===== src/uartPkg.sv =====
`default_nettype none

package uartPkg;

	// ************************************************************************
	// Timing
	// ************************************************************************
	localparam int sysClkRate = 6400000;		// SysClk frequency in Hz
	localparam int baudRate = 100000;		// Line rate
	localparam int overSample = 16;			// Sample ticks per bit
	localparam int tickDiv = sysClkRate / (baudRate * overSample);	// SysClk cycles per tick

	// ************************************************************************
	// Frame format
	// ************************************************************************
	localparam int dataBits = 8;			// LSB first on the line
	localparam int parityEnable = 1;		// 1 = even parity bit present
	localparam int stopBits = 1;

	// Receive buffering and self test
	localparam int fifoDepth = 8;			// Power of two
	localparam int bistLength = 4;			// Bytes per self-test run
	localparam logic [dataBits-1:0] bistSeed = 8'hA5;

	// Vector types
	typedef logic [dataBits-1:0] uartByte_t;
	typedef logic [$clog2(fifoDepth):0] fifoPtr_t;	// Extra MSB tells full from empty
	typedef logic [3:0] tickCnt_t;			// Ticks within one bit
	typedef logic [$clog2(dataBits)-1:0] bitCnt_t;	// Data / stop bit index
	typedef logic [$clog2(bistLength+1)-1:0] bistCnt_t;
	typedef logic [((tickDiv > 1) ? $clog2(tickDiv) : 1)-1:0] divCnt_t;

	// Transmit request, from the ports or from the self test
	typedef struct packed {
		logic start;
		uartByte_t data;
	} txReq_t;

	// One-cycle beat for a good received byte
	typedef struct packed {
		logic rdy;
		uartByte_t data;
	} rxBeat_t;

	typedef enum logic [2:0] {rxIdle, rxStart, rxData, rxParity, rxStop} rxState_e;
	typedef enum logic [2:0] {txIdle, txWait, txStart, txData, txParity, txStop} txState_e;
	typedef enum logic [1:0] {bistIdle, bistSend, bistWaitRx, bistDone} bistState_e;

endpackage

`default_nettype wire

===== src/uartCore.sv =====
`timescale 1ns/1ps
`default_nettype none

module uartCore (
	input  logic SysClk,
	input  logic arstN,
	input  logic rx,			// Serial in from the pin
	input  logic cts,
	input  logic start,			// Port transmit strobe
	input  logic bistStart,
	input  logic readDone,
	input  uartPkg::uartByte_t txData,
	output logic tx,
	output logic txBusy,
	output logic rts,
	output logic rxError,
	output uartPkg::uartByte_t dataOut,	// FIFO head
	output logic fifoEmpty,
	output logic fifoFull,
	output logic fifoOverflow,
	output logic bistBusy,
	output logic bistError
);

	logic sampleTick;
	logic rxIn;
	logic bistMode;
	uartPkg::txReq_t portReq;
	uartPkg::txReq_t bistReq;
	uartPkg::txReq_t txReq;
	uartPkg::rxBeat_t beat;			// To FIFO and self test

	// Loopback muxes
	assign portReq = '{start: start, data: txData};
	assign txReq = bistMode ? bistReq : portReq;
	assign rxIn = bistMode ? tx : rx;		// Self test listens to its own tx

	// ************************************************************************
	// Blocks
	// ************************************************************************
	baudTickGen baudGen (.SysClk, .arstN, .sampleTick);

	uartReceiver receiver (.SysClk, .arstN, .sampleTick, .rxIn, .fifoFull,
		.beat, .rxError, .rts);

	uartTransmitter transmitter (.SysClk, .arstN, .sampleTick, .req(txReq), .cts,
		.tx, .txBusy);

	rxFifo fifo (.SysClk, .arstN, .beat, .readDone, .dataOut, .fifoEmpty,
		.fifoFull, .fifoOverflow);

	selfTestCtrl selfTest (.SysClk, .arstN, .bistStart, .beat, .txBusy,
		.bistReq, .bistMode, .bistBusy, .bistError);

endmodule

`default_nettype wire


===== src/selfTestCtrl.sv =====
`timescale 1ns/1ps
`default_nettype none

// Loopback self test, sends a byte sequence and checks it comes back
module selfTestCtrl (
	input  logic SysClk,
	input  logic arstN,
	input  logic bistStart,
	input  uartPkg::rxBeat_t beat,		// From the receiver
	input  logic txBusy,
	output uartPkg::txReq_t bistReq,	// To the transmitter mux
	output logic bistMode,			// Selects loopback paths
	output logic bistBusy,
	output logic bistError
);

	uartPkg::bistState_e state;
	uartPkg::bistCnt_t byteCnt;		// Bytes compared so far
	uartPkg::uartByte_t expected;		// Byte in flight
	logic reqOut;				// Held start strobe

	assign bistReq = '{start: reqOut, data: expected};

	// ************************************************************************
	// Sequencer
	// ************************************************************************
	always_ff @(posedge SysClk or negedge arstN) begin
		if (!arstN) begin
			state <= uartPkg::bistIdle;
			byteCnt <= '0;
			reqOut <= 1'b0;
			bistMode <= 1'b0;
			bistBusy <= 1'b0;
			bistError <= 1'b0;
		end else begin
			case (state)
				uartPkg::bistIdle: if (bistStart) begin
					state <= uartPkg::bistSend;
					byteCnt <= '0;
					bistMode <= 1'b1;
					bistBusy <= 1'b1;
					bistError <= 1'b0;	// Fresh result each run
				end
				uartPkg::bistSend: begin
					if (reqOut && txBusy) begin	// Accepted
						reqOut <= 1'b0;
						state <= uartPkg::bistWaitRx;
					end else if (!txBusy) begin
						reqOut <= 1'b1;		// Hold until cts lets it in
					end
				end
				uartPkg::bistWaitRx: if (beat.rdy) begin
					if (beat.data != expected) bistError <= 1'b1;
					if (byteCnt == uartPkg::bistCnt_t'(uartPkg::bistLength - 1)) begin
						state <= uartPkg::bistDone;
					end else begin
						byteCnt <= byteCnt + 1'b1;
						state <= uartPkg::bistSend;
					end
				end
				uartPkg::bistDone: begin
					state <= uartPkg::bistIdle;
					bistMode <= 1'b0;	// Both drop together
					bistBusy <= 1'b0;
				end
				default: state <= uartPkg::bistIdle;
			endcase
		end
	end

	// Byte sequence, seed then rotate left and increment
	always_ff @(posedge SysClk) begin
		if (state == uartPkg::bistIdle && bistStart) begin
			expected <= uartPkg::bistSeed;
		end else if (state == uartPkg::bistWaitRx && beat.rdy) begin
			expected <= {expected[uartPkg::dataBits-2:0], expected[uartPkg::dataBits-1]}
				+ 1'b1;
		end
	end

endmodule

`default_nettype wire


===== src/rxFifo.sv =====
`timescale 1ns/1ps
`default_nettype none

// First-word-fall-through receive buffer
module rxFifo (
	input  logic SysClk,
	input  logic arstN,
	input  uartPkg::rxBeat_t beat,		// Write on rdy
	input  logic readDone,			// Pop the head
	output uartPkg::uartByte_t dataOut,
	output logic fifoEmpty,
	output logic fifoFull,
	output logic fifoOverflow		// Sticky until reset
);

	localparam int ptrMsb = $bits(uartPkg::fifoPtr_t) - 1;

	uartPkg::uartByte_t mem [uartPkg::fifoDepth];
	uartPkg::fifoPtr_t wrPtr;
	uartPkg::fifoPtr_t rdPtr;
	logic push;
	logic pop;

	assign fifoEmpty = (wrPtr == rdPtr);
	assign fifoFull = (wrPtr[ptrMsb] != rdPtr[ptrMsb])
		&& (wrPtr[ptrMsb-1:0] == rdPtr[ptrMsb-1:0]);	// Wrapped once more
	assign dataOut = mem[rdPtr[ptrMsb-1:0]];		// Head shown without a read

	assign pop = readDone && !fifoEmpty;
	assign push = beat.rdy && (!fifoFull || pop);	// Pop frees the slot this cycle

	// ************************************************************************
	// Pointers and flags
	// ************************************************************************
	always_ff @(posedge SysClk or negedge arstN) begin
		if (!arstN) begin
			wrPtr <= '0;
			rdPtr <= '0;
			fifoOverflow <= 1'b0;
		end else begin
			if (push) wrPtr <= wrPtr + 1'b1;
			if (pop) rdPtr <= rdPtr + 1'b1;
			if (beat.rdy && !push) fifoOverflow <= 1'b1;	// Byte dropped
		end
	end

	// Storage
	always_ff @(posedge SysClk) begin
		if (push) begin
			mem[wrPtr[ptrMsb-1:0]] <= beat.data;
		end
	end

endmodule

`default_nettype wire


===== src/uartTransmitter.sv =====
`timescale 1ns/1ps
`default_nettype none

module uartTransmitter (
	input  logic SysClk,
	input  logic arstN,
	input  logic sampleTick,
	input  uartPkg::txReq_t req,		// Start strobe plus byte
	input  logic cts,			// Clear to send from the far end
	output logic tx,
	output logic txBusy
);

	uartPkg::txState_e state;
	uartPkg::tickCnt_t tickCnt;
	uartPkg::bitCnt_t bitCnt;
	uartPkg::uartByte_t shiftReg;		// Remaining data bits
	logic parityBit;
	logic accept;
	logic bitEnd;

	assign accept = (state == uartPkg::txIdle) && req.start && cts;	// txBusy low in idle
	assign bitEnd = sampleTick && (tickCnt == uartPkg::tickCnt_t'(uartPkg::overSample - 1));

	// ************************************************************************
	// Frame FSM, each bit held overSample ticks
	// ************************************************************************
	always_ff @(posedge SysClk or negedge arstN) begin
		if (!arstN) begin
			state <= uartPkg::txIdle;
			tx <= 1'b1;
			txBusy <= 1'b0;
			tickCnt <= '0;
			bitCnt <= '0;
		end else begin
			if (sampleTick) tickCnt <= bitEnd ? '0 : tickCnt + 1'b1;
			case (state)
				uartPkg::txIdle: if (accept) begin
					state <= uartPkg::txWait;
					txBusy <= 1'b1;
				end
				uartPkg::txWait: if (sampleTick) begin	// Align to the tick
					state <= uartPkg::txStart;
					tx <= 1'b0;
					tickCnt <= '0;
				end
				uartPkg::txStart: if (bitEnd) begin
					state <= uartPkg::txData;
					tx <= shiftReg[0];
					bitCnt <= '0;
				end
				uartPkg::txData: if (bitEnd) begin
					if (bitCnt == uartPkg::bitCnt_t'(uartPkg::dataBits - 1)) begin
						bitCnt <= '0;
						if (uartPkg::parityEnable != 0) begin
							state <= uartPkg::txParity;
							tx <= parityBit;
						end else begin
							state <= uartPkg::txStop;
							tx <= 1'b1;
						end
					end else begin
						bitCnt <= bitCnt + 1'b1;
						tx <= shiftReg[1];	// Next bit before the shift lands
					end
				end
				uartPkg::txParity: if (bitEnd) begin
					state <= uartPkg::txStop;
					tx <= 1'b1;
				end
				uartPkg::txStop: if (bitEnd) begin
					if (bitCnt == uartPkg::bitCnt_t'(uartPkg::stopBits - 1)) begin
						state <= uartPkg::txIdle;
						txBusy <= 1'b0;	// Line stays high
					end else begin
						bitCnt <= bitCnt + 1'b1;
					end
				end
				default: state <= uartPkg::txIdle;
			endcase
		end
	end

	// Byte latch and shifter
	always_ff @(posedge SysClk) begin
		if (accept) begin
			shiftReg <= req.data;
			parityBit <= ^req.data;		// Even parity over data
		end else if (state == uartPkg::txData && bitEnd) begin
			shiftReg <= shiftReg >> 1;
		end
	end

endmodule

`default_nettype wire


===== src/uartReceiver.sv =====
`timescale 1ns/1ps
`default_nettype none

module uartReceiver (
	input  logic SysClk,
	input  logic arstN,
	input  logic sampleTick,
	input  logic rxIn,			// Serial input, pin or loopback
	input  logic fifoFull,
	output uartPkg::rxBeat_t beat,		// Good byte, one-cycle rdy
	output logic rxError,			// Parity or stop bit wrong
	output logic rts
);

	uartPkg::rxState_e state;
	logic [1:0] rxSync;			// Two-flop synchronizer
	logic rxS;				// Synchronized line
	logic rxPrev;				// For falling-edge detect
	uartPkg::tickCnt_t tickCnt;
	uartPkg::bitCnt_t bitCnt;
	uartPkg::uartByte_t shiftReg;
	logic parityAcc;			// Running XOR of data bits
	logic frameErr;
	logic rdyQ;
	logic midTick;
	logic bitEnd;

	assign rxS = rxSync[1];
	assign midTick = sampleTick && (tickCnt == uartPkg::tickCnt_t'(uartPkg::overSample/2 - 1));
	assign bitEnd = sampleTick && (tickCnt == uartPkg::tickCnt_t'(uartPkg::overSample - 1));

	assign beat = '{rdy: rdyQ, data: shiftReg};
	assign rts = (state == uartPkg::rxIdle) && !fifoFull;	// Ready for a new frame

	always_ff @(posedge SysClk or negedge arstN) begin
		if (!arstN) begin
			rxSync <= 2'b11;		// Idle line is high
			rxPrev <= 1'b1;
		end else begin
			rxSync <= {rxSync[0], rxIn};
			rxPrev <= rxS;
		end
	end

	// ************************************************************************
	// Frame FSM, samples taken mid-bit
	// ************************************************************************
	always_ff @(posedge SysClk or negedge arstN) begin
		if (!arstN) begin
			state <= uartPkg::rxIdle;
			tickCnt <= '0;
			bitCnt <= '0;
			parityAcc <= 1'b0;
			frameErr <= 1'b0;
			rdyQ <= 1'b0;
			rxError <= 1'b0;
		end else begin
			rdyQ <= 1'b0;			// Pulses by default
			rxError <= 1'b0;
			if (sampleTick) tickCnt <= bitEnd ? '0 : tickCnt + 1'b1;
			case (state)
				uartPkg::rxIdle: if (rxPrev && !rxS) begin
					state <= uartPkg::rxStart;
					tickCnt <= '0;		// Half-bit count starts at the edge
				end
				uartPkg::rxStart: if (midTick) begin
					if (!rxS) begin		// Still low, start bit confirmed
						state <= uartPkg::rxData;
						tickCnt <= '0;
						bitCnt <= '0;
						parityAcc <= 1'b0;
						frameErr <= 1'b0;
					end else begin
						state <= uartPkg::rxIdle;	// Glitch
					end
				end
				uartPkg::rxData: if (bitEnd) begin
					parityAcc <= parityAcc ^ rxS;
					if (bitCnt == uartPkg::bitCnt_t'(uartPkg::dataBits - 1)) begin
						bitCnt <= '0;
						state <= (uartPkg::parityEnable != 0) ? uartPkg::rxParity
							: uartPkg::rxStop;
					end else begin
						bitCnt <= bitCnt + 1'b1;
					end
				end
				uartPkg::rxParity: if (bitEnd) begin
					frameErr <= frameErr | (parityAcc ^ rxS);	// Even: XOR must be 0
					state <= uartPkg::rxStop;
				end
				uartPkg::rxStop: if (bitEnd) begin
					if (bitCnt == uartPkg::bitCnt_t'(uartPkg::stopBits - 1)) begin
						state <= uartPkg::rxIdle;
						bitCnt <= '0;
						if (frameErr || !rxS) rxError <= 1'b1;
						else rdyQ <= 1'b1;
					end else begin
						bitCnt <= bitCnt + 1'b1;
						frameErr <= frameErr | !rxS;	// Earlier stop bit low
					end
				end
				default: state <= uartPkg::rxIdle;
			endcase
		end
	end

	// Data shift, LSB arrives first
	always_ff @(posedge SysClk) begin
		if (state == uartPkg::rxData && bitEnd) begin
			shiftReg <= {rxS, shiftReg[uartPkg::dataBits-1:1]};
		end
	end

endmodule

`default_nettype wire


===== src/baudTickGen.sv =====
`timescale 1ns/1ps
`default_nettype none

// Sample tick enable at overSample times the baud rate
module baudTickGen (
	input  logic SysClk,
	input  logic arstN,
	output logic sampleTick		// One SysClk cycle wide
);

	uartPkg::divCnt_t divCnt;	// Cycles since last tick
	logic wrap;

	assign wrap = (divCnt == uartPkg::divCnt_t'(uartPkg::tickDiv - 1));

	// Modulo tickDiv counter, tick registered on the wrap
	always_ff @(posedge SysClk or negedge arstN) begin
		if (!arstN) begin
			divCnt <= '0;
			sampleTick <= 1'b0;
		end else begin
			sampleTick <= wrap;	// First tick tickDiv cycles after reset
			if (wrap) begin
				divCnt <= '0;
			end else begin
				divCnt <= divCnt + 1'b1;
			end
		end
	end

endmodule

`default_nettype wire


===== config.mk =====
export PLATFORM = sky130hd
export DESIGN_NAME = uartCore
export DESIGN_NICKNAME = d
export VERILOG_FILES = /design/src/uartPkg.sv /design/src/uartCore.sv /design/src/selfTestCtrl.sv /design/src/rxFifo.sv /design/src/uartTransmitter.sv /design/src/uartReceiver.sv /design/src/baudTickGen.sv
export SDC_FILE = /design/constraint.sdc
export NUM_CORES = 1
export LEC_CHECK = 0
export ABC_AREA = 1
export BUFFER_PORTS_ARGS = -buffer_cell sky130_fd_sc_hd__buf_2
export CORE_UTILIZATION = 50
export CTS_CLUSTER_SIZE = 24
export DETAILED_ROUTE_END_ITERATION = 10
export GPL_TIMING_DRIVEN = 0
export MAX_ROUTING_LAYER = met4
export PLACE_DENSITY = 0.77
export REMOVE_ABC_BUFFERS = 1
export SYNTH_ARGS = -nofsm -noshare
export SYNTH_HDL_FRONTEND = slang
export SYNTH_SLANG_ARGS = --single-unit

===== constraint.sdc =====
create_clock -name SysClk -period 1.7 [get_ports SysClk]
set_input_delay 0.34 -clock SysClk [delete_from_list [all_inputs] [get_ports SysClk]]
set_output_delay 0.34 -clock SysClk [all_outputs]
set_load 0.05 [all_outputs]

==> flow_summary_export.csv, run 1 <==
group,metric,value,unit
worst_setup_path,rr_worst_depth,8,
run,cap_violations,0,
floorplanning,die_w,118,microns
floorplanning,ios,32,
cells_and_area,nets,842,
synthesis,synth.area.top_cells,"edfxtp_1, dfrtp_1, nand2_1",
pwr,p_leak,3.65,nW
worst_setup_path,required,1.36,ns
worst_setup_path,slowest_stage,"dfrtp_4",
synthesis,synth_top_area_cell,"edfxtp_1",
clocking,cts_sinks,138,
cells_and_area,multi_input_area,0.00269,sq mm
synthesis,synth.most_common_cell,"nand2_1",
synthesis,synth_top_area_share,0.363,
routing,ant_nets,0,
worst_setup_path,r2r_end,"fifo.mem[4][4]",
routing,first_pass_iters,5,
sta,clock.fmax,460,MHz
grt,antenna_found_initial,0,
sta,tightest_slew,1.11,ns
grt,grt_use_total,0.243,
clocking,cts_made_buffers,17,
synthesis,synthTopCellsByCount,"nand2_1, edfxtp_1, nor2_1",
hold_path,hold_class,"in2async",
grt,first_global_vias,5198,
synthesis,synth_top_flop_cell,"edfxtp_1",
sta,fin_skew,0.00885,ns
cells_and_area,drive_above_1_share,0.233,
routing,drc,0,
synthesis,synth_warnings,0,
sta,min_period,2.18,ns
floorplanning,initial_core_util,0.523,
worst_setup_path,cp_max_fo,6,
place,placed_cells,919,
synthesis,synth_edf_count,81,
sta,fin_crit_sh,1.28,
cells_and_area,final_cells,997,
clocking,clock_path_buffers,2,
routing,routed_wirelength,15.5,mm
clocking,htree_num_levels,4,
sta,final_max_slew_viol_count,0,
worst_setup_path,reg2reg_from,"fifo.rdPtr[1]",
clocking,clock_latency,0.42,ns
clocking,ctsRootBufferMaster,"clkbuf_16",
cells_and_area,syn2layout_area_growth,23.6,%
place,port_buffers,31,
synthesis,syn_inst,739,
worst_setup_path,arrival,1.84,ns
floorplanning,fp.dieH,118,microns
routing,drt-initial-drc-count,489,
synthesis,synth_cell_types,43,
sta,rsz0062_at_grt,"yes",
run_status,status,"finished, violations left",
routing,vias_per_cell,5.32,
grt,grt_pass1_wl,25.2,mm
synthesis,async_flop_share,0.355,
sta,relSlewSlack,0.262,
pwr,total_power,0.0101,W
synthesis,syn_area,0.00671,sq mm
worst_setup_path,path_class,"reg2out",
run_status,violations,"setup timing",
synthesis,ys_ff_latch,138,
synthesis,syn_avg_cell_area,9.07,sq um
sta,hold_viol,0,
sta,setup_ws,-0.476,ns
worst_setup_path,crit_start,"fifo.rdPtr[1]",
worst_setup_path,crit_chain,"clkinvlp_4 -> buf_6 -> o21ai_1 -> o22ai_1 -> nand2_1 -> nand2_1 -> buf_6",
clocking,cts_tree,"done",
place,preCtsSetupSlack,-1.40,ns
place,hpwl,8.50,mm
worst_setup_path,cp_num_buf_inv,3,
worst_setup_path,cpPeakStageDelay,0.53,ns
cells_and_area,fill_cells,1010,
sta,hold_slack,0.131,ns
floorplanning,dieArea,0.0139,sq mm
cells_and_area,diodes,0,
cells_and_area,postLayoutCoreUtil,0.646,
worst_setup_path,startpoint_type,"flip-flop",
pwr,ir_drop,0.000994,V
synthesis,seq_area_frac_synth,0.570,
floorplanning,fp-row-count,41,
clocking,cts.clk_slew.worst_paths,0.06,ns
place,place.gp.congestion,0.860,
worst_setup_path,endpoint_kind,"primary output",
sta,finalSetupViolations,75,
grt,grt-ovfl-total,0,
routing,num_vias,5309,
floorplanning,core,0.0128,sq mm
pwr,powerDensity,1220,mW/mm^2
grt,grt_max_degree,50,
cells_and_area,seq_area,0.00384,sq mm
routing,wl_per_cell,15.5,microns
worst_setup_path,critical-path-top-delay-family,"flip-flops",
worst_setup_path,rrSetupSlack,-0.14,ns
power breakdown:
group          switching (W)  internal (W)  total, W
Clock                0.00143       0.00186   0.00330
Combinational        0.00169      0.000882   0.00257
Sequential          0.000348       0.00392   0.00427
cell families after synthesis:
| logic type | count (synthesis) | share of synthesized area |
|---|---|---|
| buffers and inverters | 97 | 0.0640 |
| AND/OR/NAND/NOR | 358 | 0.221 |
| flip-flops | 138 | 0.570 |
| adder cells (fa/ha/maj) | 15 | 0.0280 |
| XOR/XNOR | 17 | 0.0233 |
| AO/OA/AOI/OAI | 114 | 0.0929 |
final cells by class:
| cell class | count | area share |
|---|---|---|
| clock buffers | 18 | 0.0518 |
| clock inverters | 14 | 0.0118 |
| inverters | 74 | 0.0356 |
| multi-input cells | 504 | 0.325 |
| flip-flops and latches | 138 | 0.463 |
| well taps | 172 | 0.0260 |
| repair buffers | 76 | 0.0859 |
| repair inverters | 1 | 0.000906 |
routing by layer:
layer / GRT usage / up-vias / routed length, microns
li1: - / 2591 / -
met1: 0.283 / 2518 / 6350
met2: 0.403 / 169 / 7980
met3: 0.0581 / 31 / 782
met4: 0.104 / 0 / 364
met5: - / - / 0
worst max path at each step:
stage,end,cells past startpoint
detailed placement,dataOut[2],6
CTS,dataOut[2],7
global route,dataOut[6],7
finish,dataOut[6],7
global placement,dataOut[4],6
floorplan,dataOut[0],5
what timing repair did:
item,4_1_cts,5_1_grt
gates cloned,3,0
hold buffers,0,0
pin swaps,22,13
endpoints found under the setup margin,113,100
resized for setup,100,29
buffers inserted,36,8
state kept, by name, summed over array words and instances (netlist names), 2 cells and up, named ones only:
name                  cells
baudGen.divCnt            2
fifo.mem                 64
fifo.rdPtr                4
fifo.wrPtr                4
receiver.bitCnt           3
receiver.rxSync           2
receiver.shiftReg         8
receiver.state            3
receiver.tickCnt          4
selfTest.byteCnt          3
selfTest.expected         8
selfTest.state            2
transmitter.bitCnt        3
transmitter.shiftReg      8
transmitter.state         3
metrics by stage:
step / setup TNS [ns] / instance area, sq um
after floorplan: -33.31 / 6560
after global placement: -92.57 / 6930
after detailed placement: -95.22 / 6930
after CTS: -9.52 / 8150
after global routing: -14.29 / 8290
final: -10.80 / 8290
placed cells by master, fill, tap and decap left out, drive strengths merged:
| master | synthesis | final |
|---|---|---|
| dfrtp | 45 | 45 |
| nand3b | 1 | 1 |
| nor3 | 5 | 5 |
| dfstp | 4 | 4 |
| or2 | 2 | 2 |
| clkinv | 1 | 7 |
| nand4 | 9 | 9 |
| o211ai | 2 | 2 |
| edfxtp | 81 | 81 |
| o21bai | 1 | 1 |
| clkbuf | 8 | 19 |
| nor3b | 1 | 1 |
| and3 | 1 | 1 |
| ha | 15 | 15 |
| buf | 15 | 75 |
| nand3 | 36 | 36 |
| a31oi | 1 | 1 |
| inv | 73 | 75 |
| xnor2 | 8 | 8 |
| nand2 | 228 | 228 |
| clkinvlp | 0 | 7 |
| and2 | 1 | 1 |
| o22ai | 17 | 17 |
| a21oi | 16 | 16 |
| dfxtp | 8 | 8 |
| o21ai | 77 | 77 |
| nor2 | 74 | 74 |
| xor2 | 9 | 9 |
(Power assumes the default switching activity.)
==> run 2: changes to the inputs <==
--- a/config.mk
+++ b/config.mk
@@ -8,6 +8,7 @@
 export ABC_AREA = 1
 export BUFFER_PORTS_ARGS = -buffer_cell sky130_fd_sc_hd__buf_2
 export CORE_UTILIZATION = 50
+export CTS_BUF_LIST = sky130_fd_sc_hd__clkbuf_16
 export CTS_CLUSTER_SIZE = 24
 export DETAILED_ROUTE_END_ITERATION = 10
 export GPL_TIMING_DRIVEN = 0
==> run 2 against run 1 <==
  * The run still ends with setup timing left
  * Worst hold slack gained 0.0028 ns
  * Setup slack got worse by 0.0051 ns
  * Register-to-register slack about the same
  * Clock power about the same
  * Global-route usage did not move
  * Clock-buffer cell count is 1 lower
  * Sequential power about the same
  * Critical path depth stayed put
  * Non-clock buffer count did not move
  * Combinational power about the same
  * Power barely moved
  * Clock skew increased by 0.00055 ns
  * Largest cell class unchanged
  * Largest power group unchanged
==> flow_summary_export.csv, run 2 (synthesis results as in run 1) <==
group,metric,value,unit
place,port_buffers,31,
worst_setup_path,critical-path-top-delay-family,"flip-flops",
clocking,hold_buffers,0,
grt,grt_pass1_wl,25.2,mm
cells_and_area,drive_above_1_share,0.233,
sta,rsz0062_at_grt,"yes",
routing,drc,0,
routing,ant_nets,0,
routing,vias_per_cell,5.31,
worst_setup_path,required,1.36,ns
cells_and_area,seq_area,0.00384,sq mm
floorplanning,fp-row-count,41,
run_status,status,"finished, violations left",
grt,grt-ovfl-total,0,
worst_setup_path,startpoint_type,"flip-flop",
cells_and_area,design_area,0.00829,sq mm
sta,fin_crit_sh,1.28,
pwr,powerDensity,1220,mW/mm^2
pwr,p_leak,3.65,nW
run_status,violations,"setup timing",
floorplanning,fp.dieH,118,microns
worst_setup_path,arrival,1.84,ns
sta,final_max_slew_viol_count,0,
sta,setup_ws,-0.481,ns
clocking,cts_made_buffers,17,
sta,hold_slack,0.134,ns
floorplanning,initial_core_util,0.523,
sta,fin_skew,0.00939,ns
sta,finalSetupViolations,77,
clocking,cts_sinks,138,
clocking,ctsRootBufferMaster,"clkbuf_16",
routing,wl_per_cell,15.6,microns
place,place.gp.congestion,0.860,
grt,grt_use_total,0.243,
cells_and_area,final_common_cell,"nand2_1",
sta,hold_viol,0,
cells_and_area,layout_common_cells,"nand2_1, edfxtp_1, inv_1, o21ai_0, nor2_1",
sta,tightest_slew,1.11,ns
clocking,clock_latency,0.42,ns
worst_setup_path,endpoint_kind,"primary output",
pwr,total_power,0.0101,W
floorplanning,core,0.0128,sq mm
cells_and_area,largest_reg_flops,64,
cells_and_area,multi_input_area,0.00269,sq mm
pwr,ir_drop,0.000994,V
routing,num_vias,5299,
grt,first_global_vias,5198,
grt,grt_max_degree,50,
routing,first_pass_iters,5,
worst_setup_path,cp_max_fo,6,
worst_setup_path,cp_num_buf_inv,3,
grt,antenna_found_initial,0,
place,placed_area,0.00693,sq mm
clocking,cts_tree,"done",
sta,clock.fmax,458,MHz
hold_path,hold_class,"in2async",
floorplanning,dieArea,0.0139,sq mm
floorplanning,die_w,118,microns
cells_and_area,syn2layout_area_growth,23.6,%
cells_and_area,postLayoutCoreUtil,0.646,
worst_setup_path,crit_chain,"clkinvlp_4 -> buf_6 -> o21ai_1 -> o22ai_1 -> nand2_1 -> nand2_1 -> buf_6",
worst_setup_path,path_class,"reg2out",
run,cap_violations,0,
cells_and_area,final_cells,997,
floorplanning,ios,32,
place,placed_cells,919,
clocking,htree_num_levels,4,
place,hpwl,8.50,mm
cells_and_area,fill_cells,1010,
worst_setup_path,slowest_stage,"dfrtp_4",
cells_and_area,nets,842,
sta,min_period,2.18,ns
cells_and_area,diodes,0,
routing,drt-initial-drc-count,490,
clocking,cts.clk_slew.worst_paths,0.06,ns
clocking,clock_path_buffers,2,
routing,routed_wirelength,15.5,mm
sta,relSlewSlack,0.260,
worst_setup_path,cpPeakStageDelay,0.53,ns
==> run 2: report_power, final <==
part	internal (W)	total (W)	switching, W
Clock	0.00185	0.00329	0.00143
Combinational	0.000883	0.00257	0.00169
Sequential	0.00392	0.00427	0.000349
Total	0.00666	0.0101	0.00347
==> run 2: path summary, 6_finish.rpt <==
| check | startpoint | to | slack, ns | depth (start not counted) |
|---|---|---|---|---|
| max in group asynchronous | arstN | fifo.rdPtr[0] | 0.76 | 1 |
| worst max-delay path | fifo.rdPtr[1] | dataOut[6] | -0.48 | 7 |
| worst min-delay path | arstN | baudGen.divCnt[0] | 0.13 | 1 |
| worst max register to register | fifo.rdPtr[1] | fifo.mem[4][4] | -0.15 | 8 |
| min in group SysClk | rx | receiver.rxSync[0] | 0.15 | 3 |
| worst min register to register | receiver.rxSync[0] | receiver.rxSync[1] | 0.36 | 0 |
==> run 2: final cells by class <==
cell class / count / area share
inverter: 74 / 0.0356
timing repair buffer: 76 / 0.0859
tap: 172 / 0.0260
clock buffer: 17 / 0.0513
clock inverter: 15 / 0.0122
multi-input combinational: 504 / 0.325
timing repair inverter: 1 / 0.000906
sequential: 138 / 0.463
==> run 2: timing repair <==
| item | in CTS | in global routing |
|---|---|---|
| endpoints found under the setup margin | 113 | 100 |
| setup buffers | 36 | 8 |
| cloned | 3 | 0 |
| resized for setup | 100 | 29 |
| pin swaps | 22 | 13 |
==> run 2: through the flow <==
step                setup slack, ns  setup TNS (ns)
global route                 -0.562          -14.29
CTS                          -0.432           -9.52
global placement              -1.36          -92.57
detailed placement            -1.40          -95.22
floorplan                    -0.640          -33.31
finish                       -0.481          -11.48
==> run 2: metal layers <==
metal  share of wire  vias to the layer above  global-route usage
met5               0                        -                   -
met3           0.048                       27              0.0581
li1                -                     2589                   -
met2            0.51                      165               0.403
met4           0.023                        0               0.104
met1            0.41                     2518               0.283
